**src/common/tune_pkg.sv**
```systemverilog
`default_nettype none

package tune_pkg;

    ////////////////////////////////////////////////////////////
    // Widths
    ////////////////////////////////////////////////////////////
    localparam int NOTE_PERIOD_W = 15;  // Tone period counter, in clocks.
    localparam int NOTE_DUR_W    = 24;  // Note length counter, in duration units.

    ////////////////////////////////////////////////////////////
    // Sequencer states
    ////////////////////////////////////////////////////////////
    // One state per note of the melody, in playing order.
    typedef enum logic [3:0] {
        IDLE,                           // Silent, waiting for go.
        D7,                             // First note.
        E7,
        F7,
        E7_2,                           // E7 again, dotted.
        F7_2,                           // F7 again, quarter.
        D7_2,                           // D7 again, dotted.
        A6,                             // Only note below octave 7.
        D7_3                            // Closing note.
    } note_state_t;

    ////////////////////////////////////////////////////////////
    // Pitches
    ////////////////////////////////////////////////////////////
    // Period in clocks at 50 MHz, one tone cycle is period + 1 clocks.
    localparam logic [NOTE_PERIOD_W-1:0] PERIOD_D7 = 15'd21286;  // About 2349 Hz.
    localparam logic [NOTE_PERIOD_W-1:0] PERIOD_E7 = 15'd18961;  // About 2637 Hz.
    localparam logic [NOTE_PERIOD_W-1:0] PERIOD_F7 = 15'd17895;  // About 2794 Hz.
    localparam logic [NOTE_PERIOD_W-1:0] PERIOD_A6 = 15'd28409;  // About 1760 Hz.

    ////////////////////////////////////////////////////////////
    // Durations
    ////////////////////////////////////////////////////////////
    // Counted in duration units, 2^20 units per sixteenth of a beat group.
    localparam logic [NOTE_DUR_W-1:0] DUR_QUARTER = 24'd4 << 20;   // 4 * 2^20.
    localparam logic [NOTE_DUR_W-1:0] DUR_HALF    = 24'd8 << 20;   // 8 * 2^20.
    localparam logic [NOTE_DUR_W-1:0] DUR_DOTTED  = 24'd12 << 20;  // 12 * 2^20.

endpackage

`default_nettype wire

```
**src/tune/tune_sequencer.sv**
```systemverilog
`default_nettype none

module tune_sequencer (
    input  logic                               clk,          // System clock.
    input  logic                               rst_n,        // Async reset, active low.
    input  logic                               go,           // Start strobe, one cycle.
    input  logic                               dur_done,     // Current note has run out.
    output logic [tune_pkg::NOTE_PERIOD_W-1:0] note_period,  // Pitch of current note.
    output logic [tune_pkg::NOTE_DUR_W-1:0]    note_dur,     // Length of current note.
    output logic                               clr_cnt,      // Restart both counters.
    output logic                               busy          // Melody is playing.
);
    import tune_pkg::*;

    note_state_t state;       // Current note.
    note_state_t nxt_state;   // Note after the next edge.

    ////////////////////////////////////////////////////////////
    // State register
    ////////////////////////////////////////////////////////////
    always_ff @(posedge clk, negedge rst_n) begin
        if (!rst_n)
            state <= IDLE;                  // Silent after reset.
        else
            state <= nxt_state;
    end

    ////////////////////////////////////////////////////////////
    // Next note and counter restart
    ////////////////////////////////////////////////////////////
    always_comb begin
        nxt_state = state;                  // Hold by default.
        clr_cnt   = 1'b0;
        case (state)
            IDLE: begin
                if (go) begin
                    nxt_state = D7;         // Go only counts here.
                    clr_cnt   = 1'b1;
                end
            end
            D7: if (dur_done) begin
                nxt_state = E7;
                clr_cnt   = 1'b1;
            end
            E7: if (dur_done) begin
                nxt_state = F7;
                clr_cnt   = 1'b1;
            end
            F7: if (dur_done) begin
                nxt_state = E7_2;
                clr_cnt   = 1'b1;
            end
            E7_2: if (dur_done) begin
                nxt_state = F7_2;
                clr_cnt   = 1'b1;
            end
            F7_2: if (dur_done) begin
                nxt_state = D7_2;
                clr_cnt   = 1'b1;
            end
            D7_2: if (dur_done) begin
                nxt_state = A6;
                clr_cnt   = 1'b1;
            end
            A6: if (dur_done) begin
                nxt_state = D7_3;
                clr_cnt   = 1'b1;
            end
            // Last note ends the tune, counters are left running.
            D7_3: if (dur_done) nxt_state = IDLE;
            default: nxt_state = IDLE;      // Recover from a bad encoding.
        endcase
    end

    ////////////////////////////////////////////////////////////
    // Pitch and length decode
    ////////////////////////////////////////////////////////////
    always_comb begin
        case (state)
            D7:      begin note_period = PERIOD_D7; note_dur = DUR_HALF;    end
            E7:      begin note_period = PERIOD_E7; note_dur = DUR_HALF;    end
            F7:      begin note_period = PERIOD_F7; note_dur = DUR_HALF;    end
            E7_2:    begin note_period = PERIOD_E7; note_dur = DUR_DOTTED;  end
            F7_2:    begin note_period = PERIOD_F7; note_dur = DUR_QUARTER; end
            D7_2:    begin note_period = PERIOD_D7; note_dur = DUR_DOTTED;  end
            A6:      begin note_period = PERIOD_A6; note_dur = DUR_QUARTER; end
            D7_3:    begin note_period = PERIOD_D7; note_dur = DUR_HALF;    end
            default: begin
                note_period = '0;           // Zero period keeps piezo low.
                note_dur    = '0;
            end
        endcase
    end

    assign busy = (state != IDLE);          // High for all eight notes.

    ////////////////////////////////////////////////////////////
    // Checks
    ////////////////////////////////////////////////////////////
    a_state_legal : assert property (@(posedge clk) disable iff (!rst_n)
        state inside {IDLE, D7, E7, F7, E7_2, F7_2, D7_2, A6, D7_3})
        else $error("Sequencer state left the enum.");

    // A restart must give the new note at least one clock of count.
    a_clr_single : assert property (@(posedge clk) disable iff (!rst_n)
        clr_cnt |=> !clr_cnt)
        else $error("clr_cnt high on two cycles in a row.");

endmodule

`default_nettype wire

```
**src/tune/note_timer.sv**
```systemverilog
`default_nettype none

module note_timer #(
    parameter int unsigned DUR_INC = 1                      // Units added per clock.
) (
    input  logic                            clk,            // System clock.
    input  logic                            rst_n,          // Async reset, active low.
    input  logic                            clr_cnt,        // Start of a new note.
    input  logic [tune_pkg::NOTE_DUR_W-1:0] note_dur,       // Length of current note.
    output logic                            dur_done        // Count has reached note_dur.
);
    import tune_pkg::*;

    localparam logic [NOTE_DUR_W-1:0] DUR_STEP = NOTE_DUR_W'(DUR_INC);  // Sized step.

    logic [NOTE_DUR_W-1:0] dur_cnt;  // Units elapsed in the current note.

    ////////////////////////////////////////////////////////////
    // Duration counter
    ////////////////////////////////////////////////////////////
    always_ff @(posedge clk, negedge rst_n) begin
        if (!rst_n)
            dur_cnt <= '0;
        else if (clr_cnt)
            dur_cnt <= '0;                      // New note starts from zero.
        else
            dur_cnt <= dur_cnt + DUR_STEP;      // Free runs, wraps in IDLE.
    end

    // Level, so the sequencer sees it on the last clock of the note.
    assign dur_done = (dur_cnt == note_dur);

    ////////////////////////////////////////////////////////////
    // Checks
    ////////////////////////////////////////////////////////////
    // Overshoot means DUR_INC does not divide the note length.
    a_no_overshoot : assert property (@(posedge clk) disable iff (!rst_n)
        (note_dur != '0) |-> (dur_cnt <= note_dur))
        else $error("Duration count passed note_dur, DUR_INC = %0d.", DUR_INC);

endmodule

`default_nettype wire

```
**src/tune/tone_gen.sv**
```systemverilog
`default_nettype none

module tone_gen (
    input  logic                               clk,          // System clock.
    input  logic                               rst_n,        // Async reset, active low.
    input  logic                               clr_cnt,      // Start of a new note.
    input  logic [tune_pkg::NOTE_PERIOD_W-1:0] note_period,  // Tone period in clocks.
    output logic                               piezo,        // Buzzer drive.
    output logic                               piezo_n       // Opposite buzzer terminal.
);
    import tune_pkg::*;

    logic [NOTE_PERIOD_W-1:0] period_cnt;   // Clock within the tone cycle.
    logic [NOTE_PERIOD_W-1:0] half_period;  // Clocks of high time per cycle.
    logic                     cycle_end;    // Last clock of a tone cycle.

    ////////////////////////////////////////////////////////////
    // Period counter
    ////////////////////////////////////////////////////////////
    // Greater-or-equal also pulls the count back after the last note.
    assign cycle_end = (period_cnt >= note_period);

    always_ff @(posedge clk, negedge rst_n) begin
        if (!rst_n)
            period_cnt <= '0;
        else if (clr_cnt)
            period_cnt <= '0;                   // Phase aligned to note start.
        else if (cycle_end)
            period_cnt <= '0;                   // Wrap, period + 1 clocks per cycle.
        else
            period_cnt <= period_cnt + 1'b1;
    end

    ////////////////////////////////////////////////////////////
    // Square wave
    ////////////////////////////////////////////////////////////
    assign half_period = {1'b0, note_period[NOTE_PERIOD_W-1:1]};  // Rounded down.

    // High for the first half, so every note starts high.
    assign piezo   = (period_cnt < half_period);
    assign piezo_n = ~piezo;                    // Drives the piezo differentially.

    ////////////////////////////////////////////////////////////
    // Checks
    ////////////////////////////////////////////////////////////
    // Note changes clear the count, so it stays inside the new period.
    a_cnt_in_period : assert property (@(posedge clk) disable iff (!rst_n)
        (note_period != '0) |-> (period_cnt <= note_period))
        else $error("Period count above note_period.");

endmodule

`default_nettype wire

```
**src/hdl/tune_player.sv**
```systemverilog
`default_nettype none

module tune_player #(
    parameter int unsigned DUR_INC = 1      // Duration units per clock, larger in simulation.
) (
    input  logic clk,                       // System clock, 50 MHz.
    input  logic rst_n,                     // Async reset, active low.
    input  logic go,                        // Start strobe, ignored while busy.
    output logic busy,                      // Melody in progress.
    output logic piezo,                     // Buzzer drive.
    output logic piezo_n                    // Complement of piezo.
);
    import tune_pkg::*;

    ////////////////////////////////////////////////////////////
    // Internal nets
    ////////////////////////////////////////////////////////////
    logic [NOTE_PERIOD_W-1:0] note_period;  // Sequencer to tone generator.
    logic [NOTE_DUR_W-1:0]    note_dur;     // Sequencer to timer.
    logic                     clr_cnt;      // Restart of both counters.
    logic                     dur_done;     // Timer back to sequencer.

    ////////////////////////////////////////////////////////////
    // Blocks
    ////////////////////////////////////////////////////////////
    tune_sequencer i_sequencer (
        .clk         (clk),
        .rst_n       (rst_n),
        .go          (go),
        .dur_done    (dur_done),
        .note_period (note_period),
        .note_dur    (note_dur),
        .clr_cnt     (clr_cnt),
        .busy        (busy)
    );

    note_timer #(
        .DUR_INC (DUR_INC)
    ) i_timer (
        .clk      (clk),
        .rst_n    (rst_n),
        .clr_cnt  (clr_cnt),
        .note_dur (note_dur),
        .dur_done (dur_done)
    );

    // Pitch only, the timer decides when a note ends.
    tone_gen i_tone (
        .clk         (clk),
        .rst_n       (rst_n),
        .clr_cnt     (clr_cnt),
        .note_period (note_period),
        .piezo       (piezo),
        .piezo_n     (piezo_n)
    );

endmodule

`default_nettype wire

```
**config.mk**
```make
export PLATFORM = sky130hd
export DESIGN_NAME = tune_player
export DESIGN_NICKNAME = d
export VERILOG_FILES = /design/src/common/tune_pkg.sv /design/src/tune/tune_sequencer.sv /design/src/tune/note_timer.sv /design/src/tune/tone_gen.sv /design/src/hdl/tune_player.sv
export SDC_FILE = /design/constraint.sdc
export NUM_CORES = 1
export LEC_CHECK = 0
export BUFFER_PORTS_ARGS = -buffer_cell sky130_fd_sc_hd__buf_2
export CORE_UTILIZATION = 40
export DETAILED_ROUTE_END_ITERATION = 16
export GPL_ROUTABILITY_DRIVEN = 1
export GPL_TIMING_DRIVEN = 0
export REMOVE_ABC_BUFFERS = 1
export SLEW_MARGIN = 20
export SYNTH_ARGS = -nofsm -noshare
export SYNTH_HDL_FRONTEND = slang
export SYNTH_SLANG_ARGS = --single-unit
```
**constraint.sdc**
```tcl
create_clock -name clk -period 8.62 [get_ports clk]
set_input_delay 1.724 -clock clk [delete_from_list [all_inputs] [get_ports clk]]
set_output_delay 1.724 -clock clk [all_outputs]
set_load 0.02 [all_outputs]
```
### Yosys cells after proc, flatten, opt, wreduce, memory -nomap -nowiden

Memories as Yosys holds them, arrays and structs flattened.
Index checks and enable logic that the tools add are counted.

| word-level totals | value |
|---|---|
| flip-flop bits (word level) | 43 |
| memory bits (read-only) | 272 |
| input bits | 3 |
| output and inout bits | 3 |
| logic and storage cells | 47 |
| memories kept | 1 |

| cells by class | value |
|---|---|
| add/subtract/negate cells | 2 |
| order comparisons | 2 |
| eq/ne operators | 18 |
| muxes and demuxes | 16 |
| bitwise gates (word level) | 1 |
| reductions and logical operators | 4 |

Memory list:

| name | depth | bits a word | rd ports | clocked after Yosys merged registers in | write ports | line | text |
|---|---|---|---|---|---|---|---|
| (name not given) | 16 | 17 | 1 | 0 | 0 | tune_sequencer.sv:79 | `case (state)` |

Operators with widths:

| cell | number |
|---|---|
| two-way mux 4 bit | 9 |
| one-hot mux 4 bit (9 select lines) | 1 |
| two-way mux 15 bit | 2 |
| adder 24 x 1 -> 24 bit (second input constant) | 1 |
| equality test 24 bit | 1 |
| two-way mux 24 bit | 1 |
| inequality test 2 bit (second input constant) | 9 |
| equality test 4 x 3 -> 1 bit (second input constant) | 4 |
| adder 15 x 1 -> 15 bit (second input constant) | 1 |
| >= comparator 15 bit | 1 |
| < comparator 15 x 14 -> 1 bit | 1 |
| AND reduction 9 bit | 1 |
| equality test 4 x 2 -> 1 bit (second input constant) | 2 |
| OR reduction 7 bit | 1 |
| equality test 4 x 1 -> 1 bit (second input constant) | 1 |
| equality test 4 bit (second input constant) | 1 |
| logical NOT 4 bit | 1 |
| nonzero test 4 bit | 1 |
| two-way mux 1 bit | 2 |
| one-hot mux 1 bit (2 select lines) | 1 |
| inverter 1 bit | 1 |

### Logic depth before layout (Yosys ltp)

Gate-level depths: netlist (run 1).
An unclocked memory read counts as a cell.

| logic depth | value |
|---|---|
| depth after elaboration | 5 |
| depth in mapped cells | 12 |
| mapped depth without buffers | 12 |

### Hierarchy

A second synthesis (run 1) with hierarchy kept.

| unflattened totals | value |
|---|---|
| cell total of the unflattened synthesis | 402 |
| area total of the unflattened synthesis | 3550.9 µm² |

By module, submodules not included:

| module | times used | cells an instance | area an instance (µm²) | sequential area each (µm²) |
|---|---|---|---|---|
| note_timer | 1 | 160 | 1470.2 | 600.6 |
| tone_gen | 1 | 156 | 1376.3 | 375.4 |
| tune_sequencer | 1 | 86 | 704.4 | 100.1 |

### Worst setup path after synthesis (run 1)

Ideal clock, no wire load.

| path | value |
|---|---|
| path kind | reg-to-output |
| start | register i_sequencer.state[0] |
| end | output piezo |
| arrival time | 2.474 ns |
| data required time | 6.896 ns |
| setup slack | 4.422 ns |
| cell stages (with the launch flop) | 12 |
| buffers on the path | 0 |
| path through | dfrtp_1 -> inv_1 -> ha_1 -> o21ai_0 -> o21a_1 -> ha_1 -> a21o_1 -> a21o_1 -> a21o_1 -> a211oi_1 -> o21a_1 -> and2_1 |

| on the way | value |
|---|---|
| cells in the longest elaborated chain, start to end | 2 |

Ends and longest elaborated chain:

| item | line | text |
|---|---|---|
| from (decl) | tune_sequencer.sv:15 | `note_state_t state;` |
| from (signal assigned) | tune_sequencer.sv:25 | `state <= nxt_state;` |
| memory read (16 x 17 bit) | n/a |  |
| < comparator 15 x 14 -> 1 bit | tone_gen.sv:40 | `assign piezo = (period_cnt < half_period);` |
| to (decl) | tune_player.sv:10 | `output logic piezo,` |

Every way passes these cells.

### Final worst setup path (run 1)

Ends and elaborated chain as after synthesis.

==> flow_summary.html, run 1 <==
<table>
<tr><th>Metric</th><th>Value</th></tr>
<tr><th colspan="2">Status</th></tr>
<tr><td>Run status</td><td>completed</td></tr>
<tr><th colspan="2">Critical path</th></tr>
<tr><td>CP cell instances</td><td>inv_1 &gt; ha_1 &gt; nand3b_1 &gt; o21a_1 &gt; ha_1 &gt; a21o_1 &gt; a21o_1 &gt; a21o_1 &gt; a211oi_1 &gt; o21a_1 &gt; and2_1 &gt; buf_2</td></tr>
<tr><td>Largest stage delay, worst path</td><td>approximately 0.51 ns</td></tr>
<tr><td>Flop-to-flop setup slack</td><td>roughly 5.4 ns</td></tr>
<tr><td>Worst endpoint data arrival time</td><td>between 3 and 4 ns</td></tr>
<tr><td>Type of element launching the critical path</td><td>register</td></tr>
<tr><td>Largest fanout on the critical path</td><td>10</td></tr>
<tr><td>Crit path top cell by count</td><td>sky130_fd_sc_hd__a21o_1</td></tr>
<tr><td>Critical Setup Path Class</td><td>reg -&gt; out</td></tr>
<tr><td>Worst path required time</td><td>roughly 6.9 ns</td></tr>
<tr><td>Beginning of the worst register-to-register path</td><td>i_sequencer.state[0]$_DFFE_PN0P_</td></tr>
<tr><td>Highest-delay cell along the critical path</td><td>sky130_fd_sc_hd__dfrtp_1</td></tr>
<tr><td>RR Endpoint</td><td>i_tone.period_cnt[6]$_DFF_PN0_</td></tr>
<tr><td>Worst setup EP type</td><td>output pin</td></tr>
<tr><td>Depth of the worst register-to-register path</td><td>10</td></tr>
<tr><th colspan="2">Timing</th></tr>
<tr><td>Peak Freq</td><td>about 200 MHz</td></tr>
<tr><td>Setup total negative slack</td><td>0 ns</td></tr>
<tr><td>Max-slew headroom at the worst pin</td><td>43.54%</td></tr>
<tr><td>Share of the cycle needed by the critical path after routing</td><td>56.81%</td></tr>
<tr><td>Final Skew</td><td>about 0.006 ns</td></tr>
<tr><td>Worst setup margin</td><td>~3.7 ns</td></tr>
<tr><td>Final count of negative-setup-slack endpoints</td><td>0</td></tr>
<tr><td>Fin. Hold Viols</td><td>0</td></tr>
<tr><td>Shortest period the worst path allows</td><td>4.897 ns</td></tr>
<tr><td>Slew Limit Fails</td><td>0</td></tr>
<tr><td>Tightest Pin Transition</td><td>0.8469 ns</td></tr>
<tr><td>Unrepaired setup endpoints after global routing</td><td>false</td></tr>
<tr><th colspan="2">Floorplan</th></tr>
<tr><td>IO Count</td><td>6</td></tr>
<tr><td>Starting density of the core</td><td>between 40% and 50%</td></tr>
<tr><td>Overall die area</td><td>approximately 0.0082 sq mm</td></tr>
<tr><td>Placeable core region</td><td>roughly 0.0074 sq mm</td></tr>
<tr><td>Die extent in x</td><td>~90 microns</td></tr>
<tr><td>Site row count</td><td>31</td></tr>
<tr><td>Vert. Die Dim</td><td>a little over 90 microns</td></tr>
<tr><th colspan="2">Clock tree</th></tr>
<tr><td>Number of gates given a new drive strength after cts</td><td>0</td></tr>
<tr><td>Clock buffer count from CTS</td><td>5</td></tr>
<tr><td>CTS sink cnt</td><td>43</td></tr>
<tr><td>TritonCTS clock tree</td><td>done</td></tr>
<tr><td>Clock latency at the later pin of the worst-skew pair</td><td>0.29 ns</td></tr>
<tr><td>Post CTS Setup Buffer Count</td><td>0</td></tr>
<tr><td>Maximum count of clock buffers along a single path</td><td>2</td></tr>
<tr><td>H-tree depth reported by CTS</td><td>2</td></tr>
<tr><td>Buffer cell driving the clock tree root</td><td>sky130_fd_sc_hd__clkbuf_8</td></tr>
<tr><td>Reg clk slew, reported paths</td><td>roughly 0.080 ns</td></tr>
<tr><td>Hold-fix buffers at CTS</td><td>0</td></tr>
<tr><th colspan="2">Detailed routing</th></tr>
<tr><td>Final ANT Viol Nets</td><td>0</td></tr>
<tr><td>Routed wire per std cell</td><td>about 14 microns</td></tr>
<tr><td>Via count</td><td>roughly 2.4k</td></tr>
<tr><td>DRC violation total after the first TritonRoute iteration</td><td>106</td></tr>
<tr><td>DRT Wirelength</td><td>between 6 and 7 mm</td></tr>
<tr><td>DRC</td><td>0</td></tr>
<tr><td>Iteration count of the initial detailed-routing pass</td><td>4</td></tr>
<tr><td>Average vias per placed instance</td><td>about 5.3</td></tr>
<tr><th colspan="2">Synth</th></tr>
<tr><td>Mean instance size in the synthesized netlist</td><td>approximately 9.1 sq um</td></tr>
<tr><td>Count of distinct cell types in the synthesized netlist</td><td>45</td></tr>
<tr><td>Syn. warnings</td><td>0</td></tr>
<tr><td>Number of instances in the synthesized netlist</td><td>about 350</td></tr>
<tr><td>Netlist area before placement</td><td>0.003132 sq mm</td></tr>
<tr><td>Yosys reg bits</td><td>43</td></tr>
<tr><td>Post-synthesis sequential area ratio</td><td>around 34%</td></tr>
<tr><th colspan="2">Global routing</th></tr>
<tr><td>Pin count of the biggest net entering global routing</td><td>44</td></tr>
<tr><td>All-layer global routing usage</td><td>between 10% and 20%</td></tr>
<tr><td>Number of global-route vias before repair</td><td>~2.4k</td></tr>
<tr><td>Number of antenna violations at the first check in global routing</td><td>0</td></tr>
<tr><td>First-pass GRT wire length</td><td>approximately 11 mm</td></tr>
<tr><td>Aggregate global routing overflow</td><td>0</td></tr>
<tr><th colspan="2">Power and ir drop</th></tr>
<tr><td>Switching share of power</td><td>a little over two fifths</td></tr>
<tr><td>Relative contribution of combinational cells to total power</td><td>between 40% and 50%</td></tr>
<tr><td>Clock network fraction of total power</td><td>19.9%</td></tr>
<tr><td>Worst VDD drop</td><td>~0.000084 V</td></tr>
<tr><td>Portion of total power attributed to sequential cells</td><td>32.6%</td></tr>
<tr><td>Power density over the cells</td><td>246.8 mW/mm^2</td></tr>
<tr><td>Switching pwr</td><td>0.3466 mW</td></tr>
<tr><td>Leakage component of the power</td><td>1.515 nW</td></tr>
<tr><td>Internal Dissipation</td><td>roughly 0.48 mW</td></tr>
<tr><th colspan="2">Flow run</th></tr>
<tr><td>Number of max-capacitance violations reported</td><td>0</td></tr>
<tr><th colspan="2">Placement</th></tr>
<tr><td>Port Buf Inserts</td><td>5</td></tr>
<tr><td>Detail Placement HPWL</td><td>approximately 4.5 mm</td></tr>
<tr><td>Post-placement worst setup slack</td><td>approximately 4.1 ns</td></tr>
<tr><td>GPL Wtd Cong</td><td>about 0.86</td></tr>
<tr><th colspan="2">Layout</th></tr>
<tr><td>Share of final-layout standard cells stronger than drive strength 1</td><td>approximately 5.7%</td></tr>
<tr><td>Diodes inserted</td><td>0</td></tr>
<tr><td>Layout area overhead</td><td>6.432%</td></tr>
<tr><td>Seq. cell area</td><td>between 0.001 and 0.0015 sq mm</td></tr>
<tr><td>Area of the multi-input gates</td><td>0.001947 sq mm</td></tr>
<tr><td>Most common cell after layout, fill and taps aside</td><td>sky130_fd_sc_hd__nor2_1</td></tr>
<tr><td>Top library cells by usage in the layout, fill and taps aside</td><td>sky130_fd_sc_hd__nor2_1 (49), sky130_fd_sc_hd__dfrtp_1 (43), sky130_fd_sc_hd__ha_1 (35), sky130_fd_sc_hd__nor3_1 (25), sky130_fd_sc_hd__xor2_1 (21)</td></tr>
<tr><td>Final core utilization</td><td>about 45%</td></tr>
<tr><td>Final layout net count</td><td>roughly 390</td></tr>
<tr><td>Fill cell total of the finished layout</td><td>about 730</td></tr>
<tr><th colspan="2">Worst hold path</th></tr>
<tr><td>Hold Path Class</td><td>reg -&gt; reg</td></tr>
<tr><td>Endpoint, Worst Hold</td><td>i_timer.dur_cnt[0]$_DFF_PN0_</td></tr>
<tr><td>Worst hold path stage count</td><td>1</td></tr>
<tr><td>Hold_sp</td><td>i_timer.dur_cnt[0]$_DFF_PN0_</td></tr>
</table>
[cells in the mapped netlist (all sizes together)]
library cell | number | area, sq um
clkbuf | 3 | 11.26
and3 | 9 | 56.30
ha | 35 | 437.9
xnor2 | 15 | 131.4
nand4 | 12 | 81.33
buf | 7 | 56.30
or4 | 1 | 7.510
o31ai | 3 | 22.52
a21bo | 1 | 10.01
nand2 | 19 | 71.32
or4b | 1 | 10.01
a21oi | 4 | 20.02
dfrtp | 43 | 1076
mux2i | 7 | 70.07
a21o | 6 | 45.04
and4 | 2 | 17.52
and2 | 1 | 6.260
or3 | 1 | 6.260
o311ai | 1 | 8.760
nand3 | 15 | 75.07
nor2b | 3 | 18.77
nor3 | 26 | 135.1
nor2 | 49 | 183.9
nor3b | 1 | 7.510
a22oi | 1 | 12.51
nor4 | 8 | 65.06
o21ai | 11 | 58.81
inv | 11 | 41.29
xor2 | 21 | 183.9
nand3b | 3 | 22.52
o22a | 1 | 8.760
nand2b | 5 | 31.28
nand4b | 1 | 8.760
a31oi | 1 | 6.260
or2 | 3 | 18.77
o21a | 5 | 37.54
a211oi | 7 | 52.55
nor4b | 2 | 17.52
[worst max-delay path, delay by kind of cell (launching register included)]
kind / cells / cell delay [ns]
flip-flops: 1 / 0.51
adder cells (fa/ha/maj): 2 / 0.59
AO/OA/AOI/OAI: 6 / 1.13
AND/OR/NAND/NOR: 2 / 0.33
buffers and inverters: 2 / 0.31
[logic make-up after synthesis]
group / count (synthesis) / share of synthesized area, %
AND/OR/NAND/NOR: 162 / 26.85
flip-flops: 43 / 34.36
AO/OA/AOI/OAI: 41 / 9.029
XOR/XNOR: 36 / 10.07
adder cells (fa/ha/maj): 35 / 13.98
buffers and inverters: 21 / 3.476
multiplexers: 7 / 2.237
[power groups by stage]
stage                     Clock (mW)  Combinational, mW  Sequential, mW
final                          0.164              0.391           0.268
after global routing           0.177              0.448           0.273
after CTS                      0.170              0.394           0.268
after detailed placement           0              0.390           0.271
after global placement             0              0.383           0.272
after floorplan                    0              0.302           0.258
[layout make-up]
cell class	count	area share, %
Sequential cell	43	32.28
Inverter	11	1.239
Clock buffer	6	2.477
Clock inverter	2	1.051
Tap cell	99	3.716
Multi-Input combinational cell	281	58.41
Timing Repair Buffer	5	0.8258
[state kept, by name, indices dropped and copies added, names as in the netlist]
| register | flops |
|---|---|
| i_sequencer.state | 4 |
| i_tone.period_cnt | 15 |
| i_timer.dur_cnt | 24 |
[metrics by stage]
stage / power (mW) / std cells / hold WS (ns) / area, sq um
floorplan: 0.5602 / 335 / 0.4684 / 3064
global placement: 0.6546 / 439 / 0.4963 / 3213
detailed placement: 0.6614 / 439 / 0.5083 / 3213
CTS: 0.8318 / 447 / 0.5203 / 3331
global route: 0.8980 / 447 / 0.5519 / 3333
finish: 0.8225 / 447 / 0.5194 / 3333
[worst max-delay path by stage]
stage | from | to | slack [ns]
2_1_floorplan | i_sequencer.state[0]$_DFFE_PN0P_ | piezo | 4.41
3_3_place_gp | i_sequencer.state[0]$_DFFE_PN0P_ | piezo | 4.10
3_5_place_dp | i_sequencer.state[0]$_DFFE_PN0P_ | piezo | 4.05
4_1_cts | i_sequencer.state[0]$_DFFE_PN0P_ | piezo | 3.70
5_1_grt | i_sequencer.state[0]$_DFFE_PN0P_ | piezo | 3.50
6_report | i_sequencer.state[0]$_DFFE_PN0P_ | piezo | 3.72
[routing by layer]
layer	up-vias	share of wire (%)	global-route usage (%)
li1	1234	-	-
met3	7	1.4	2.189
met2	14	46	27.02
met5	-	0	0
met4	0	1.4	5.242
met1	1104	51	23.50
(Power assumes the default switching activity.)
==> run 2, diff against run 1 <==
--- a/config.mk
+++ b/config.mk
@@ -5,6 +5,7 @@
 export SDC_FILE = /design/constraint.sdc
 export NUM_CORES = 1
 export LEC_CHECK = 0
+export ABC_AREA = 1
 export BUFFER_PORTS_ARGS = -buffer_cell sky130_fd_sc_hd__buf_2
 export CORE_UTILIZATION = 40
 export DETAILED_ROUTE_END_ITERATION = 16
==> constraint.sdc (replaced) <==
create_clock -name clk -period 4.41 [get_ports clk]
set_input_delay 0.882 -clock clk [delete_from_list [all_inputs] [get_ports clk]]
set_output_delay 0.882 -clock clk [all_outputs]
set_load 0.02 [all_outputs]
==> run 2 against run 1 <==
  * Sequential power increased by 47%
  * Synthesized cell count increased by 46%
  * Die area rose by 11%
  * Non-clock buffer count rose by 1
  * Register-to-register slack got worse by 4.0 ns
  * Largest power group is now registers
==> flow_summary.html, run 2 <==
<table>
<tr><th>Metric</th><th>Value</th></tr>
<tr><th colspan="2">Status</th></tr>
<tr><td>Run status</td><td>completed</td></tr>
<tr><th colspan="2">Worst hold path</th></tr>
<tr><td>Hold Path Class</td><td>reg -&gt; reg</td></tr>
<tr><td>Hold_sp</td><td>i_timer.dur_cnt[0]$_DFF_PN0_</td></tr>
<tr><td>Worst hold path stage count</td><td>1 (unchanged)</td></tr>
<tr><td>Endpoint, Worst Hold</td><td>i_timer.dur_cnt[0]$_DFF_PN0_</td></tr>
<tr><th colspan="2">Floorplan</th></tr>
<tr><td>Site row count</td><td>33 (+6.5%)</td></tr>
<tr><td>Starting density of the core</td><td>41.88% (-0.39 points)</td></tr>
<tr><td>Vert. Die Dim</td><td>95.45 microns (+5.5%)</td></tr>
<tr><td>Overall die area</td><td>0.009111 sq mm (+11%)</td></tr>
<tr><td>IO Count</td><td>6 (unchanged)</td></tr>
<tr><td>Placeable core region</td><td>0.008341 sq mm (+13%)</td></tr>
<tr><td>Die extent in x</td><td>95.45 microns (+5.5%)</td></tr>
<tr><th colspan="2">Clock tree</th></tr>
<tr><td>Post CTS Setup Buffer Count</td><td>0 (unchanged)</td></tr>
<tr><td>Clock latency at the later pin of the worst-skew pair</td><td>0.30 ns (about the same)</td></tr>
<tr><td>Number of gates given a new drive strength after cts</td><td>0 (unchanged)</td></tr>
<tr><td>Buffer cell driving the clock tree root</td><td>sky130_fd_sc_hd__clkbuf_8</td></tr>
<tr><td>TritonCTS clock tree</td><td>done</td></tr>
<tr><td>Hold-fix buffers at CTS</td><td>0 (unchanged)</td></tr>
<tr><td>Clock buffer count from CTS</td><td>5 (unchanged)</td></tr>
<tr><td>Reg clk slew, reported paths</td><td>0.08 ns (about the same)</td></tr>
<tr><td>CTS sink cnt</td><td>43 (unchanged)</td></tr>
<tr><td>H-tree depth reported by CTS</td><td>2 (unchanged)</td></tr>
<tr><td>Maximum count of clock buffers along a single path</td><td>2 (unchanged)</td></tr>
<tr><th colspan="2">Detailed routing</th></tr>
<tr><td>DRT Wirelength</td><td>7.781 mm (+25%)</td></tr>
<tr><td>Routed wire per std cell</td><td>12.67 microns (-9.1%)</td></tr>
<tr><td>Average vias per placed instance</td><td>4.997 (-5.3%)</td></tr>
<tr><td>Iteration count of the initial detailed-routing pass</td><td>4 (unchanged)</td></tr>
<tr><td>DRC violation total after the first TritonRoute iteration</td><td>120 (+13%)</td></tr>
<tr><td>DRC</td><td>0 (unchanged)</td></tr>
<tr><td>Final ANT Viol Nets</td><td>0 (unchanged)</td></tr>
<tr><td>Via count</td><td>3068 (+30%)</td></tr>
<tr><th colspan="2">Timing</th></tr>
<tr><td>Final Skew</td><td>0.009751 ns (+0.003701 ns)</td></tr>
<tr><td>Tightest Pin Transition</td><td>0.6649 ns (-0.1820 ns)</td></tr>
<tr><td>Worst setup margin</td><td>0.8319 ns (-2.891 ns)</td></tr>
<tr><td>Final count of negative-setup-slack endpoints</td><td>0 (unchanged)</td></tr>
<tr><td>Slew Limit Fails</td><td>0 (unchanged)</td></tr>
<tr><td>Shortest period the worst path allows</td><td>3.578 ns</td></tr>
<tr><td>Fin. Hold Viols</td><td>0 (unchanged)</td></tr>
<tr><td>Max-slew headroom at the worst pin</td><td>55.54% (+12 points)</td></tr>
<tr><td>Peak Freq</td><td>between 200 and 300 MHz</td></tr>
<tr><td>Unrepaired setup endpoints after global routing</td><td>false</td></tr>
<tr><td>Setup total negative slack</td><td>0 ns (unchanged)</td></tr>
<tr><td>Share of the cycle needed by the critical path after routing</td><td>between 80% and 90%</td></tr>
<tr><th colspan="2">Global routing</th></tr>
<tr><td>Number of antenna violations at the first check in global routing</td><td>0 (unchanged)</td></tr>
<tr><td>First-pass GRT wire length</td><td>13.44 mm (+18%)</td></tr>
<tr><td>Pin count of the biggest net entering global routing</td><td>44 (unchanged)</td></tr>
<tr><td>Aggregate global routing overflow</td><td>0 (unchanged)</td></tr>
<tr><td>All-layer global routing usage</td><td>18.97% (+2.1 points)</td></tr>
<tr><td>Number of global-route vias before repair</td><td>2977 (+22%)</td></tr>
<tr><th colspan="2">Synth</th></tr>
<tr><td>Yosys top cell area share</td><td>30.80% (-3.6 points)</td></tr>
<tr><td>Yosys reg bits</td><td>43 (unchanged)</td></tr>
<tr><td>Mean instance size in the synthesized netlist</td><td>6.959 sq um (-23%)</td></tr>
<tr><td>Area contributors post-synth</td><td>sky130_fd_sc_hd__dfrtp_1 (31%), sky130_fd_sc_hd__nand2_1 (13%), sky130_fd_sc_hd__ha_1 (13%)</td></tr>
<tr><td>Number of synthesized flops with an enable pin</td><td>0 (unchanged)</td></tr>
<tr><td>Number of instances in the synthesized netlist</td><td>502 (+46%)</td></tr>
<tr><td>Count of distinct cell types in the synthesized netlist</td><td>30 (-33%)</td></tr>
<tr><td>Most repeated cell in the gate-level netlist after synthesis</td><td>sky130_fd_sc_hd__nand2_1</td></tr>
<tr><td>Main synth FF type</td><td>sky130_fd_sc_hd__dfrtp_1</td></tr>
<tr><td>Netlist area before placement</td><td>0.003493 sq mm (+12%)</td></tr>
<tr><td>Syn. warnings</td><td>0 (unchanged)</td></tr>
<tr><td>Post-synthesis sequential area ratio</td><td>30.80% (-3.6 points)</td></tr>
<tr><td>Async S/R FF share, synth</td><td>100.0% (unchanged)</td></tr>
<tr><td>Most common library cells after synthesis</td><td>sky130_fd_sc_hd__nand2_1 (120), sky130_fd_sc_hd__nor2_1 (85), sky130_fd_sc_hd__inv_1 (61), sky130_fd_sc_hd__dfrtp_1 (43), sky130_fd_sc_hd__nand3_1 (41)</td></tr>
<tr><td>Yosys top cell by area</td><td>sky130_fd_sc_hd__dfrtp_1</td></tr>
<tr><th colspan="2">Placement</th></tr>
<tr><td>GPL Wtd Cong</td><td>0.8501 (-0.65%)</td></tr>
<tr><td>Detail Placement HPWL</td><td>6.017 mm (+33%)</td></tr>
<tr><td>Placed insts</td><td>607 (+38%)</td></tr>
<tr><td>Port Buf Inserts</td><td>5 (unchanged)</td></tr>
<tr><td>Post-placement worst setup slack</td><td>1.047 ns (-3.004 ns)</td></tr>
<tr><th colspan="2">Layout</th></tr>
<tr><td>Layout area overhead</td><td>6.877%</td></tr>
<tr><td>Final core utilization</td><td>44.76% (-0.23 points)</td></tr>
<tr><td>Diodes inserted</td><td>0 (unchanged)</td></tr>
<tr><td>Top library cells by usage in the layout, fill and taps aside</td><td>sky130_fd_sc_hd__nand2_1 (120), sky130_fd_sc_hd__nor2_1 (85), sky130_fd_sc_hd__inv_1 (61), sky130_fd_sc_hd__dfrtp_1 (43), sky130_fd_sc_hd__nand3_1 (41)</td></tr>
<tr><td>Biggest regs</td><td>i_timer.dur_cnt x24, i_tone.period_cnt x15, i_sequencer.state x4</td></tr>
<tr><td>Largest register FFs</td><td>24 (unchanged)</td></tr>
<tr><td>Non-filler instance count after layout</td><td>614 (+37%)</td></tr>
<tr><td>Share of final-layout standard cells stronger than drive strength 1</td><td>6.287% (+0.54 points)</td></tr>
<tr><td>Most flops, register</td><td>i_timer.dur_cnt</td></tr>
<tr><td>Final layout net count</td><td>547 (+42%)</td></tr>
<tr><td>Most common cell after layout, fill and taps aside</td><td>sky130_fd_sc_hd__nand2_1</td></tr>
<tr><th colspan="2">Power and ir drop</th></tr>
<tr><td>Overall Power</td><td>0.6606 mW (-20%)</td></tr>
<tr><td>Leakage component of the power</td><td>1.918 nW (+27%)</td></tr>
<tr><td>Power density over the cells</td><td>176.9 mW/mm^2 (-28%)</td></tr>
<tr><td>Worst VDD drop</td><td>0.0001061 V (+27%)</td></tr>
<tr><th colspan="2">Critical path</th></tr>
<tr><td>Depth of the worst register-to-register path</td><td>15 (+5)</td></tr>
<tr><td>Flop-to-flop setup slack</td><td>1.41 ns (-3.95 ns)</td></tr>
<tr><td>Worst endpoint data arrival time</td><td>2.70 ns (-0.47 ns)</td></tr>
<tr><td>Worst path required time</td><td>3.53 ns (-3.37 ns)</td></tr>
<tr><td>Critical Setup Path Class</td><td>reg -&gt; out</td></tr>
<tr><td>RR Endpoint</td><td>i_tone.period_cnt[13]$_DFF_PN0_</td></tr>
<tr><td>Beginning of the worst register-to-register path</td><td>i_sequencer.state[0]$_DFFE_PN0P_</td></tr>
<tr><td>Type of element launching the critical path</td><td>register</td></tr>
<tr><td>Largest fanout on the critical path</td><td>7 (-3)</td></tr>
<tr><td>Worst setup EP type</td><td>output pin</td></tr>
<tr><th colspan="2">Flow run</th></tr>
<tr><td>Number of max-capacitance violations reported</td><td>0 (unchanged)</td></tr>
</table>
## run 2: cells by family (layout without fill, tap and decap cells)
| logic type | count (synthesis) | after routing | share of synthesized area, % |
|---|---|---|---|
| buf+inv | 70 | 77 | 8.166 |
| xor+xnor | 29 | 29 | 7.271 |
| compound gates | 30 | 30 | 5.122 |
| fa+ha+maj | 35 | 35 | 12.54 |
| flops | 43 | 43 | 30.80 |
| simple gates | 295 | 295 | 36.10 |
## run 2: cell type report
class	instances	area [sq um]
fillers	865	4607
flip-flops and latches	43	1076
multi-input cells	389	2143
clock buffers	6	82.58
inverters	64	240.2
clock inverters	1	5.005
repair buffers	6	55.05
well taps	105	131.4
## run 2: how the worst max path moves through the flow
| stage | end | from | depth (start not counted) | slack (ns) |
|---|---|---|---|---|
| 2_1_floorplan | piezo | i_sequencer.state[0]$_DFFE_PN0P_ | 13 | 1.36 |
| 3_3_place_gp | i_tone.period_cnt[13]$_DFF_PN0_ | i_sequencer.state[0]$_DFFE_PN0P_ | 15 | 1.05 |
| 3_5_place_dp | i_tone.period_cnt[8]$_DFF_PN0_ | i_sequencer.state[0]$_DFFE_PN0P_ | 17 | 1.05 |
| 4_1_cts | piezo | i_sequencer.state[0]$_DFFE_PN0P_ | 16 | 0.79 |
| 5_1_grt | piezo | i_sequencer.state[0]$_DFFE_PN0P_ | 14 | 0.45 |
| 6_report | piezo | i_sequencer.state[0]$_DFFE_PN0P_ | 14 | 0.83 |
## run 2: power breakdown
| group | internal, mW | switching (mW) |
|---|---|---|
| logic | 0.000959 | 0.00806 |
| registers | 0.394 | 0 |
| clock network | 0.123 | 0.135 |
| total | 0.518 | 0.143 |
## run 2: layer usage
layer	part of all wire (%)	vias to the layer above	track usage, %
li1	-	1616	-
met1	48	1409	24.72
met2	48	33	32.20
met3	2.0	10	2.951
met4	1.8	0	5.721
met5	0	-	0
## run 2: worst max-delay path, cell delays in order, from the launching register on
cell and delay, ns:
sky130_fd_sc_hd__dfrtp_1 0.47, sky130_fd_sc_hd__inv_1 0.16, sky130_fd_sc_hd__ha_1 0.27, sky130_fd_sc_hd__nand2_1 0.11
sky130_fd_sc_hd__nand2_2 0.14, sky130_fd_sc_hd__nand2_1 0.06, sky130_fd_sc_hd__inv_1 0.06, sky130_fd_sc_hd__nand2_1 0.07
sky130_fd_sc_hd__ha_1 0.29, sky130_fd_sc_hd__a21oi_1 0.13, sky130_fd_sc_hd__nor2_1 0.05, sky130_fd_sc_hd__a211oi_1 0.17
sky130_fd_sc_hd__nand2_1 0.11, sky130_fd_sc_hd__a21oi_1 0.13, sky130_fd_sc_hd__buf_2 0.17
## run 2: stage by stage
step | hold slack (ns) | area (sq um)
after floorplan | 0.4543 | 3448
after global placement | 0.4861 | 3605
after detailed placement | 0.4907 | 3640
after CTS | 0.5013 | 3727
after global routing | 0.5220 | 3734
final | 0.4978 | 3734
==> run 3, diff against run 2 <==
--- a/config.mk
+++ b/config.mk
@@ -5,7 +5,7 @@
 export SDC_FILE = /design/constraint.sdc
 export NUM_CORES = 1
 export LEC_CHECK = 0
-export ABC_AREA = 1
+export ABC_AREA = 0
 export BUFFER_PORTS_ARGS = -buffer_cell sky130_fd_sc_hd__buf_2
 export CORE_UTILIZATION = 40
 export DETAILED_ROUTE_END_ITERATION = 16
==> constraint.sdc (replaced) <==
create_clock -name clk -period 2.95 [get_ports clk]
set_input_delay 0.59 -clock clk [delete_from_list [all_inputs] [get_ports clk]]
set_output_delay 0.59 -clock clk [all_outputs]
set_load 0.02 [all_outputs]
==> run 3 against run 2 <==
  * The run now ends with setup timing left
  * First-iteration DRC count grew 6.7%
  * Die area shrank 10%
  * Power grew to 4.1 times the previous value
  * Count of clock-buffer cells in the layout is the same
  * Non-clock buffer count grew 21
==> flow_summary.html, run 3 (synthesized netlist as in run 1, its figures left out) <==
<table>
<tr><th>Metric</th><th>Value</th></tr>
<tr><th colspan="2">Status</th></tr>
<tr><td>Run status</td><td>finished with violations</td></tr>
<tr><td>Violations in the final reports</td><td>setup timing</td></tr>
<tr><th colspan="2">Critical path</th></tr>
<tr><td>Flop-to-flop setup slack</td><td>0.16 ns (-1.25 ns)</td></tr>
<tr><td>Worst setup EP type</td><td>output pin</td></tr>
<tr><td>Type of element launching the critical path</td><td>register</td></tr>
<tr><td>Largest fanout on the critical path</td><td>4 (-3)</td></tr>
<tr><td>Worst endpoint data arrival time</td><td>2.70 ns (about the same)</td></tr>
<tr><td>Critical Path Source</td><td>i_sequencer.state[1]$_DFFE_PN0P_</td></tr>
<tr><td>Beginning of the worst register-to-register path</td><td>i_sequencer.state[0]$_DFFE_PN0P_</td></tr>
<tr><td>Depth of the worst register-to-register path</td><td>13 (-2)</td></tr>
<tr><td>Critical Path Sink</td><td>piezo</td></tr>
<tr><td>Critical Setup Path Class</td><td>reg -&gt; out</td></tr>
<tr><td>Worst path required time</td><td>2.36 ns (-1.17 ns)</td></tr>
<tr><td>RR Endpoint</td><td>i_tone.period_cnt[6]$_DFF_PN0_</td></tr>
<tr><th colspan="2">Clock tree</th></tr>
<tr><td>Reg clk slew, reported paths</td><td>0.08 ns (about the same)</td></tr>
<tr><td>Hold-fix buffers at CTS</td><td>0 (unchanged)</td></tr>
<tr><td>Clock buffer count from CTS</td><td>5 (unchanged)</td></tr>
<tr><td>H-tree depth reported by CTS</td><td>2 (unchanged)</td></tr>
<tr><td>Clock latency at the later pin of the worst-skew pair</td><td>0.30 ns (about the same)</td></tr>
<tr><td>Buffer cell driving the clock tree root</td><td>sky130_fd_sc_hd__clkbuf_8</td></tr>
<tr><td>TritonCTS clock tree</td><td>done</td></tr>
<tr><td>CTS sink cnt</td><td>43 (unchanged)</td></tr>
<tr><td>Maximum count of clock buffers along a single path</td><td>2 (unchanged)</td></tr>
<tr><th colspan="2">Timing</th></tr>
<tr><td>Max-slew headroom at the worst pin</td><td>63.45% (+7.9 points)</td></tr>
<tr><td>Share of the cycle needed by the critical path after routing</td><td>111.6%</td></tr>
<tr><td>Tightest Pin Transition</td><td>0.5483 ns (-0.1166 ns)</td></tr>
<tr><td>Final Skew</td><td>0.006612 ns (-0.003139 ns)</td></tr>
<tr><td>Fin. Hold Viols</td><td>0 (unchanged)</td></tr>
<tr><td>Shortest period the worst path allows</td><td>roughly 3.3 ns</td></tr>
<tr><td>Slew Limit Fails</td><td>0 (unchanged)</td></tr>
<tr><td>Unrepaired setup endpoints after global routing</td><td>true</td></tr>
<tr><td>Worst setup margin</td><td>-0.3434 ns (-1.175 ns)</td></tr>
<tr><td>Peak Freq</td><td>around 300 MHz</td></tr>
<tr><td>Final count of negative-setup-slack endpoints</td><td>2 (+2)</td></tr>
<tr><th colspan="2">Layout</th></tr>
<tr><td>Share of final-layout standard cells stronger than drive strength 1</td><td>15.95% (+9.7 points)</td></tr>
<tr><td>Top library cells by usage in the layout, fill and taps aside</td><td>sky130_fd_sc_hd__nor2_1 (49), sky130_fd_sc_hd__dfrtp_1 (40), sky130_fd_sc_hd__ha_1 (29), sky130_fd_sc_hd__nor3_1 (25), sky130_fd_sc_hd__xor2_1 (21)</td></tr>
<tr><td>Final layout net count</td><td>407 (-26%)</td></tr>
<tr><td>Final core utilization</td><td>49.11% (+4.3 points)</td></tr>
<tr><td>Layout area overhead</td><td>16.18%</td></tr>
<tr><td>Diodes inserted</td><td>0 (unchanged)</td></tr>
<tr><td>Largest register FFs</td><td>24 (unchanged)</td></tr>
<tr><td>Most common cell after layout, fill and taps aside</td><td>sky130_fd_sc_hd__nor2_1</td></tr>
<tr><td>Biggest regs</td><td>i_timer.dur_cnt x24, i_tone.period_cnt x15, i_sequencer.state x4</td></tr>
<tr><td>Fin area</td><td>0.003638 sq mm (-2.5%)</td></tr>
<tr><td>Most flops, register</td><td>i_timer.dur_cnt</td></tr>
<tr><th colspan="2">Detailed routing</th></tr>
<tr><td>Routed wire per std cell</td><td>14.05 microns (+11%)</td></tr>
<tr><td>Via count</td><td>2448 (-20%)</td></tr>
<tr><td>Final ANT Viol Nets</td><td>0 (unchanged)</td></tr>
<tr><td>DRT Wirelength</td><td>6.589 mm (-15%)</td></tr>
<tr><td>DRC</td><td>0 (unchanged)</td></tr>
<tr><td>DRC violation total after the first TritonRoute iteration</td><td>128 (+6.7%)</td></tr>
<tr><td>Iteration count of the initial detailed-routing pass</td><td>4 (unchanged)</td></tr>
<tr><td>Average vias per placed instance</td><td>5.220 (+4.5%)</td></tr>
<tr><th colspan="2">Floorplan</th></tr>
<tr><td>Vert. Die Dim</td><td>90.49 microns (-5.2%)</td></tr>
<tr><td>Die extent in x</td><td>90.49 microns (-5.2%)</td></tr>
<tr><td>Placeable core region</td><td>0.007408 sq mm (-11%)</td></tr>
<tr><td>Starting density of the core</td><td>42.27% (+0.39 points)</td></tr>
<tr><td>IO Count</td><td>6 (unchanged)</td></tr>
<tr><td>Overall die area</td><td>0.008188 sq mm (-10%)</td></tr>
<tr><td>Site row count</td><td>31 (-6.1%)</td></tr>
<tr><th colspan="2">Placement</th></tr>
<tr><td>Post-placement worst setup slack</td><td>-0.4853 ns (-1.532 ns)</td></tr>
<tr><td>GPL Wtd Cong</td><td>0.8557 (+0.66%)</td></tr>
<tr><td>Port Buf Inserts</td><td>5 (unchanged)</td></tr>
<tr><td>Detail Placement HPWL</td><td>4.525 mm (-25%)</td></tr>
<tr><td>Placed cell areas</td><td>0.003213 sq mm (-12%)</td></tr>
<tr><th colspan="2">Power and ir drop</th></tr>
<tr><td>Clock network fraction of total power</td><td>17.7% (-21 points)</td></tr>
<tr><td>Switching pwr</td><td>1.103 mW (+670%)</td></tr>
<tr><td>Switching share of power</td><td>40.60% (+19 points)</td></tr>
<tr><td>Overall Power</td><td>2.716 mW (+310%)</td></tr>
<tr><td>Leakage component of the power</td><td>1.640 nW (-14%)</td></tr>
<tr><td>Power density over the cells</td><td>746.6 mW/mm^2 (+320%)</td></tr>
<tr><td>Portion of total power attributed to sequential cells</td><td>28.0% (-32 points)</td></tr>
<tr><td>Internal Dissipation</td><td>1.614 mW (+210%)</td></tr>
<tr><td>Relative contribution of combinational cells to total power</td><td>54.3% (+53 points)</td></tr>
<tr><td>Worst VDD drop</td><td>0.0002519 V (+140%)</td></tr>
<tr><th colspan="2">Global routing</th></tr>
<tr><td>Pin count of the biggest net entering global routing</td><td>44 (unchanged)</td></tr>
<tr><td>All-layer global routing usage</td><td>17.27% (-1.7 points)</td></tr>
<tr><td>Met2 layer usage reported by global route</td><td>27.84% (-4.4 points)</td></tr>
<tr><td>Met1 Usage GRT</td><td>24.02% (-0.69 points)</td></tr>
<tr><td>Number of global-route vias before repair</td><td>2513 (-16%)</td></tr>
<tr><td>First-pass GRT wire length</td><td>11.72 mm (-13%)</td></tr>
<tr><td>Aggregate global routing overflow</td><td>0 (unchanged)</td></tr>
<tr><td>Number of antenna violations at the first check in global routing</td><td>0 (unchanged)</td></tr>
<tr><td>Global routing's busiest layer</td><td>met2</td></tr>
<tr><td>GRT met3 Usage</td><td>2.189% (-0.76 points)</td></tr>
<tr><th colspan="2">Flow run</th></tr>
<tr><td>Number of max-capacitance violations reported</td><td>0 (unchanged)</td></tr>
<tr><th colspan="2">Worst hold path</th></tr>
<tr><td>Hold Path Class</td><td>in -&gt; async</td></tr>
</table>
-- run 3: cell types whose count changed in the layout (fill, tap and decap cells not counted), sizes merged, moves of 8 or more --
cell | previous run | this run
nand2 | 122 | 19
nand3 | 41 | 15
and3 | 0 | 9
buf | 6 | 27
nor2 | 96 | 49
nor3 | 18 | 26
inv | 64 | 11
xnor2 | 4 | 15
a21oi | 13 | 4
-- run 3: routing by layer --
metal	wire (microns)	vias up
li1	-	1277
met1	3286	1154
met2	3189	15
met3	88	2
met4	24	0
met5	0	-
-- run 3: timing repair --
item | CTS | global route
setup endpoints to repair | 41 | 41
pin swaps | 8 | 5
gates resized for setup | 20 | 9
setup buffers | 8 | 14
-- run 3: worst min path at each step --
stage	slack (ns)	end	cells past startpoint	start
floorplan	0.29	i_sequencer.state[0]$_DFFE_PN0P_	0	rst_n
global placement	0.50	i_timer.dur_cnt[0]$_DFF_PN0_	1	i_timer.dur_cnt[0]$_DFF_PN0_
detailed placement	0.51	i_timer.dur_cnt[0]$_DFF_PN0_	1	i_timer.dur_cnt[0]$_DFF_PN0_
CTS	0.49	i_timer.dur_cnt[7]$_DFF_PN0_	1	rst_n
global route	0.34	i_timer.dur_cnt[4]$_DFF_PN0_	1	rst_n
finish	0.28	i_timer.dur_cnt[12]$_DFF_PN0_	1	rst_n
-- run 3: worst max-delay path, cell delays in order, from the launching register on --
cell and delay [ns]:
sky130_fd_sc_hd__dfrtp_1 0.38, sky130_fd_sc_hd__inv_2 0.09, sky130_fd_sc_hd__buf_12 0.13, sky130_fd_sc_hd__ha_4 0.14, sky130_fd_sc_hd__nand2_2 0.05, sky130_fd_sc_hd__o21ai_1 0.05
sky130_fd_sc_hd__o21a_1 0.20, sky130_fd_sc_hd__ha_1 0.30, sky130_fd_sc_hd__a21o_1 0.16, sky130_fd_sc_hd__a21o_1 0.15, sky130_fd_sc_hd__a21o_1 0.16, sky130_fd_sc_hd__a211oi_2 0.17
sky130_fd_sc_hd__o21a_1 0.17, sky130_fd_sc_hd__and2_4 0.15, sky130_fd_sc_hd__buf_6 0.10
-- run 3: cell type report --
class,instances,area [sq um]
clock buffer,6,82.58
multi-input combinational,281,2024
clock inverter,2,35.03
inverter,11,43.79
tap,99,123.9
sequential,43,1082
timing repair buffer,27,246.5
fill,707,3770
-- run 3: power groups by stage --
stage | logic (mW) | clock network [mW] | registers [mW]
2_1_floorplan | 0.882 | 0 | 0.755
3_3_place_gp | 1.12 | 0 | 0.794
3_5_place_dp | 1.14 | 0 | 0.793
4_1_cts | 1.27 | 0.498 | 0.771
5_1_grt | 1.65 | 0.517 | 0.776
6_report | 1.47 | 0.481 | 0.761
-- run 3: per-stage QoR --
stage	instances	TNS [ns]	hold slack, ns
after floorplan	335	-0.1489	0.2944
after global placement	439	-10.42	0.4963
after detailed placement	439	-11.65	0.5083
after CTS	455	-0.6982	0.4879
after global routing	469	-0.9270	0.3385
final	469	-0.6447	0.2806
